## config.mk

```make
export PLATFORM = sky130hd
export DESIGN_NAME = stat_counter_bank
export DESIGN_NICKNAME = d
export VERILOG_FILES = /design/src/stats_pkg.sv /design/src/stat_counter_bank.sv
export VERILOG_INCLUDE_DIRS = /design/src
export SDC_FILE = /design/constraint.sdc
export NUM_CORES = 2
export LEC_CHECK = 0
export BUFFER_PORTS_ARGS = -buffer_cell sky130_fd_sc_hd__buf_2
export CAP_MARGIN = 15
export CORE_ASPECT_RATIO = 0.7
export CORE_UTILIZATION = 30
export DETAILED_ROUTE_END_ITERATION = 10
export PLACE_DENSITY = 0.45
export SKIP_CTS_REPAIR_TIMING = 1
export SYNTH_ARGS = -nofsm -noshare
export SYNTH_HDL_FRONTEND = slang
export SYNTH_SLANG_ARGS = --single-unit
```

## constraint.sdc

```tcl
create_clock -name clk -period 6.9 [get_ports clk]
set_input_delay 0.69 -clock clk [delete_from_list [all_inputs] [get_ports clk]]
set_output_delay 0.69 -clock clk [all_outputs]
set_load 0.02 [all_outputs]
```

## src/stats_defines.svh

```systemverilog
// Widths and counts of the statistics path, included by RTL and testbench sources
`ifndef STATS_DEFINES_SVH
`define STATS_DEFINES_SVH

// Increment sources feeding the arbiter
`define STAT_PORTS 2

// Counter index width and number of counters
`define STAT_ID_W 5
`define STAT_COUNT 32

// One increment amount
`define STAT_INC_W 16

// Width of each accumulated counter
`define STAT_COUNT_W 64

// Cycles from host read strobe to read response
`define STAT_RD_LATENCY 2

`endif

```

## src/stats_pkg.sv

```systemverilog
// Struct types for statistic increments and counter read responses, imported by all stats blocks
`include "stats_defines.svh"

package stats_pkg;

    // One increment event from a port
    // Index selects the counter, inc is the amount added
    typedef struct packed {
        logic [`STAT_ID_W-1:0]  id;
        logic [`STAT_INC_W-1:0] inc;
    } stat_inc_t;

    // Host read response
    // Valid for exactly one cycle per accepted strobe
    typedef struct packed {
        logic                     valid;
        logic [`STAT_COUNT_W-1:0] data;
    } stat_rd_rsp_t;

endpackage

```

## src/stat_counter_bank.sv

```systemverilog
// Bank of 64-bit statistic counters with clear sweep, read-add-write pipeline and host read port
`timescale 1ns/1ps
`include "stats_defines.svh"

module stat_counter_bank (
    input  logic                      clk,
    input  logic                      rst_n_i,

    // Increment input from the arbiter
    input  stats_pkg::stat_inc_t      s_stat_i,
    input  logic                      s_valid_i,
    output logic                      s_ready_o,

    // Host read port
    input  logic                      rd_en_i,
    input  logic [`STAT_ID_W-1:0]     rd_addr_i,
    output stats_pkg::stat_rd_rsp_t   rd_rsp_o
);

    import stats_pkg::*;

    // Counter storage, one write and one read port
    logic [`STAT_COUNT_W-1:0] mem [`STAT_COUNT];
    logic [`STAT_COUNT_W-1:0] mem_rdata_q;
    logic [`STAT_ID_W-1:0]    mem_raddr;
    logic                     mem_we;
    logic [`STAT_ID_W-1:0]    mem_waddr;
    logic [`STAT_COUNT_W-1:0] mem_wdata;

    // Clearing sweep after reset
    logic                     clr_active_q;
    logic [`STAT_ID_W-1:0]    clr_addr_q;

    // Stage 1 holds the accepted increment while its counter is read
    logic                     p1_valid_q;
    stat_inc_t                p1_stat_q;

    // Stage 2 adds and writes back
    logic                     p2_valid_q;
    stat_inc_t                p2_stat_q;
    logic [`STAT_COUNT_W-1:0] p2_base;
    logic [`STAT_COUNT_W-1:0] p2_sum;

    // Bypass for a same-index increment one cycle behind
    logic                     fwd_hit_q;
    logic [`STAT_COUNT_W-1:0] fwd_sum_q;

    // Host read bookkeeping
    logic                     rd_pend_q;
    logic [`STAT_ID_W-1:0]    rd_addr_q;
    logic                     rd_valid_q;

    logic                     accept;

    // A strobe claims the read port in the next cycle, so hold off input now
    assign s_ready_o = !clr_active_q && !rd_en_i;
    assign accept    = s_valid_i && s_ready_o;

    // Read port is free for the host in the cycle after a strobe
    assign mem_raddr = rd_pend_q ? rd_addr_q : p1_stat_q.id;

    assign p2_base = fwd_hit_q ? fwd_sum_q : mem_rdata_q;
    assign p2_sum  = p2_base + {{(`STAT_COUNT_W-`STAT_INC_W){1'b0}}, p2_stat_q.inc};

    // Sweep owns the write port until it finishes
    assign mem_we    = clr_active_q || p2_valid_q;
    assign mem_waddr = clr_active_q ? clr_addr_q : p2_stat_q.id;
    assign mem_wdata = clr_active_q ? '0 : p2_sum;

    always_ff @(posedge clk) begin
        if (mem_we) begin
            mem[mem_waddr] <= mem_wdata;
        end
        mem_rdata_q <= mem[mem_raddr];
    end

    always_ff @(posedge clk) begin
        if (!rst_n_i) begin
            clr_active_q <= 1'b1;
            clr_addr_q   <= '0;
            p1_valid_q   <= 1'b0;
            p2_valid_q   <= 1'b0;
            fwd_hit_q    <= 1'b0;
            rd_pend_q    <= 1'b0;
            rd_valid_q   <= 1'b0;
        end else begin
            if (clr_active_q) begin
                clr_addr_q <= clr_addr_q + 1'b1;
                if (int'(clr_addr_q) == `STAT_COUNT - 1) begin
                    clr_active_q <= 1'b0;
                end
            end

            p1_valid_q <= accept;
            p2_valid_q <= p1_valid_q;

            // Write at this edge is not yet visible to the read below
            fwd_hit_q <= p1_valid_q && p2_valid_q && (p1_stat_q.id == p2_stat_q.id);

            // Strobes during the sweep are dropped
            rd_pend_q  <= rd_en_i && !clr_active_q;
            rd_valid_q <= rd_pend_q;
        end
    end

    always_ff @(posedge clk) begin
        if (accept) begin
            p1_stat_q <= s_stat_i;
        end
        p2_stat_q <= p1_stat_q;
        fwd_sum_q <= p2_sum;
        if (rd_en_i) begin
            rd_addr_q <= rd_addr_i;
        end
    end

    assign rd_rsp_o = '{valid: rd_valid_q, data: mem_rdata_q};

endmodule

```

==> impl_metrics.env <==
export IMPL_status="finished clean"
export IMPL_grt_usage=0.206
export IMPL_ys_flop_type="edfxtp_1"
export IMPL_fmax_ghz=0.187
export IMPL_setup_viol=0
export IMPL_numPortBuffers=95
export IMPL_fin_crit_sh=0.774
export IMPL_die_y_microns=462
export IMPL_area_growth_syn_to_layout_pct=14.9
export IMPL_r2r_worst_path_cells=7
export IMPL_synth_top_area_frac=0.686
export IMPL_r2r_start="fwd_hit_q$_SDFF_PN0_"
export IMPL_first_pass_iters=6
export IMPL_die_x_microns=659
export IMPL_syn_inst=6310
export IMPL_routed_via_density=5.47
export IMPL_hp_class="in -> reg"
export IMPL_core_area_sq_mm=0.300
export IMPL_synth_area_sq_mm=0.0907
export IMPL_drt_initial_drc_count=6695
export IMPL_synth_edf_count=2074
export IMPL_max_cap_violations=0
export IMPL_cp_required_ns=7.42
export IMPL_routed_wl_microns=322000
export IMPL_fin_total_pwr_w=0.0272
export IMPL_yosysSeqAreaShare=0.722
export IMPL_vias=57900
export IMPL_hold_ws_ns=0.132
export IMPL_hpwlAfterDp_microns=165000
export IMPL_synth_nets=6359
export IMPL_final_common_cell="edfxtp_1"
export IMPL_gp_congestion=0.824
export IMPL_synth_area_mux_share=0.0540
export IMPL_grt_max_degree=121
export IMPL_hold_depth=2
export IMPL_ys_types=89
export IMPL_yosys_area_top_type="edfxtp_1"
export IMPL_min_period_ns=5.34
export IMPL_drive_above_1_share=0.138
export IMPL_slew_viol_final=0
export IMPL_rsz0062_at_grt="no"
export IMPL_antenna_found_initial=12
export IMPL_clk_pin_slew_ns=0.07
export IMPL_nNetsFinal=6449
export IMPL_synth_top_family_by_area="compound AO/OA/AOI/OAI gates"
export IMPL_cts_buffer_depth=4
export IMPL_ys_warn_count=0
export IMPL_final_setup_tns_ns=0
export IMPL_dieArea_sq_mm=0.305
export IMPL_pre_cts_ws_ns=1.70
export IMPL_cts_tree="built"
export IMPL_fin_ws_ns=1.56
export IMPL_synth_simple_area_share=0.0791
export IMPL_drc=0
export IMPL_grt_pass1_vias=55100
export IMPL_rr_endpoint="mem[13][62]$_DFFE_PP_"
export IMPL_synth_xor_area_share=0.00550
export IMPL_io_pins=96
export IMPL_cts_buffers=225
export IMPL_path_class="reg -> reg"
export IMPL_hp_start="rst_n_i"
export IMPL_max_vdd_ir_drop_uv=211
export IMPL_synthAdderAreaFrac=0.00270
export IMPL_grt_overflow=0
export IMPL_cts_max_level=4
export IMPL_row_count=168
export IMPL_cts_root_buf="clkbuf_16"
export IMPL_final_cell_mix="edfxtp_1 (2074), nand2_1 (835), nor2_1 (334)"
export IMPL_hold_viol_final=0
export IMPL_r2r_slack_ns=1.56
export IMPL_post_drt_wl_per_cell_microns=30.4
export IMPL_clkLatencyLatePin_ns=0.92
export IMPL_grt_pass1_wl_microns=445000
export IMPL_min_to="clr_addr_q[0]$_SDFFE_PN0P_"
export IMPL_cp_start_kind="register"
export IMPL_crit_fanout=75
export IMPL_critPathCaptureType="register"
export IMPL_ant_nets=0
export IMPL_p_per_area_mw_per_mm2=261
export IMPL_clock_sinks=2234
export IMPL_tightest_slew_ns=1.18
export IMPL_syn_area_per_cell_sq_um=14.4
export IMPL_synth_area_leaders="edfxtp_1 (69%), dfxtp_1 (3.5%), nand2_1 (3.5%)"
export IMPL_initial_core_util=0.302
export IMPL_slew_headroom=0.209
export IMPL_cp_startpoint="fwd_hit_q$_SDFF_PN0_"
export IMPL_synth_async_sr_flop_share=0
export IMPL_worstPathArrival_ns=5.86
export IMPL_synth_seq_cells=2234
export IMPL_p_leak_nw=32.7
export IMPL_finClkSkew_ns=0.0768
export IMPL_synth_compound_area_frac=0.116
final cells by class:
class	instances	area [sq um]
tap	3995	5000
multi-input combinational	3610	23900
clock buffer	319	6260
antenna	4	10.0
clock inverter	91	846
fill	28800	196000
inverter	27	101
sequential	2234	65500
timing repair buffer	302	2720
routing by layer:
metal | GRT usage | vias up | share of wire
met5 | 0 | - | 0
met4 | 0.0430 | 0 | 0.021
met3 | 0.0350 | 392 | 0.076
met2 | 0.310 | 2377 | 0.43
met1 | 0.310 | 30400 | 0.47
li1 | - | 24700 | -
per-stage QoR:
step	util	instance area [sq um]	cells
after floorplan	-	90700	6310
after global placement	0.322	96700	10100
after detailed placement	0.322	96700	10100
after CTS	0.346	104000	10500
after global routing	0.347	104000	10600
final	0.347	104000	10600
logic make-up after synthesis:
kind of cell               after synthesis
and+or+nand+nor                       1641
DFF                                   2234
adders and majority gates               19
buffers and inverters                  466
muxes                                  404
AOI/OAI and AO/OA                     1489
xor gates and xnor gates                57
critical path, stage by stage, from the launching register on:
cell and delay [ns]:
dfxtp_4 0.91, buf_4 0.79, nand3_1 0.32, a222oi_1 0.99, nand3_1 0.46, nor2_1 0.26
nand3_1 0.15, o21ai_2 0.91
Yosys cell counts, drive strengths merged, types with 7 or more instances:
cell,count
nand2,835
inv,26
o221ai,64
and2,106
mux2,30
o221a,60
nor3,80
mux2i,309
nand3b,29
nor2b,18
mux4,65
xor2,23
a31oi,10
o21a,9
clkbuf,286
a21oi,256
a21o,66
a31o,60
and3,10
a2111oi,7
nor4,67
edfxtp,2074
or2,10
a211oi,201
buf,153
nand3,74
o211ai,319
nor2,370
xnor2,34
a32o,7
o21ai,176
nand4,17
dfxtp,160
o22ai,121
a22oi,79
ha,18
flip-flops by register name, summed over array words and instances (netlist names):
name and count:
mem 2048, p1_valid_q 1, rd_valid_q 1, clr_active_q 1, rd_addr_q 5, fwd_sum_q 64
fwd_hit_q 1, mem_rdata_q 64, p1_stat_q 21, clr_addr_q 5, p2_stat_q 21, rd_pend_q 1
p2_valid_q 1
power by group:
group          switching [W]  internal (W)
Sequential         0.0000455        0.0147
Combinational       0.000239     0.0000730
Clock                0.00535       0.00678
Total                0.00564        0.0216
worst max-delay path by stage:
stage	endpoint	slack, ns	depth (start not counted)
3_3_place_gp	mem[24][39]$_DFFE_PP_	1.44	8
4_1_cts	mem[16][53]$_DFFE_PP_	1.63	8
2_1_floorplan	mem[0][52]$_DFFE_PP_	1.38	16
3_5_place_dp	mem[16][53]$_DFFE_PP_	1.70	8
6_report	mem[13][62]$_DFFE_PP_	1.56	7
5_1_grt	mem[14][62]$_DFFE_PP_	1.27	7
Power figures use the tool's default switching activity.
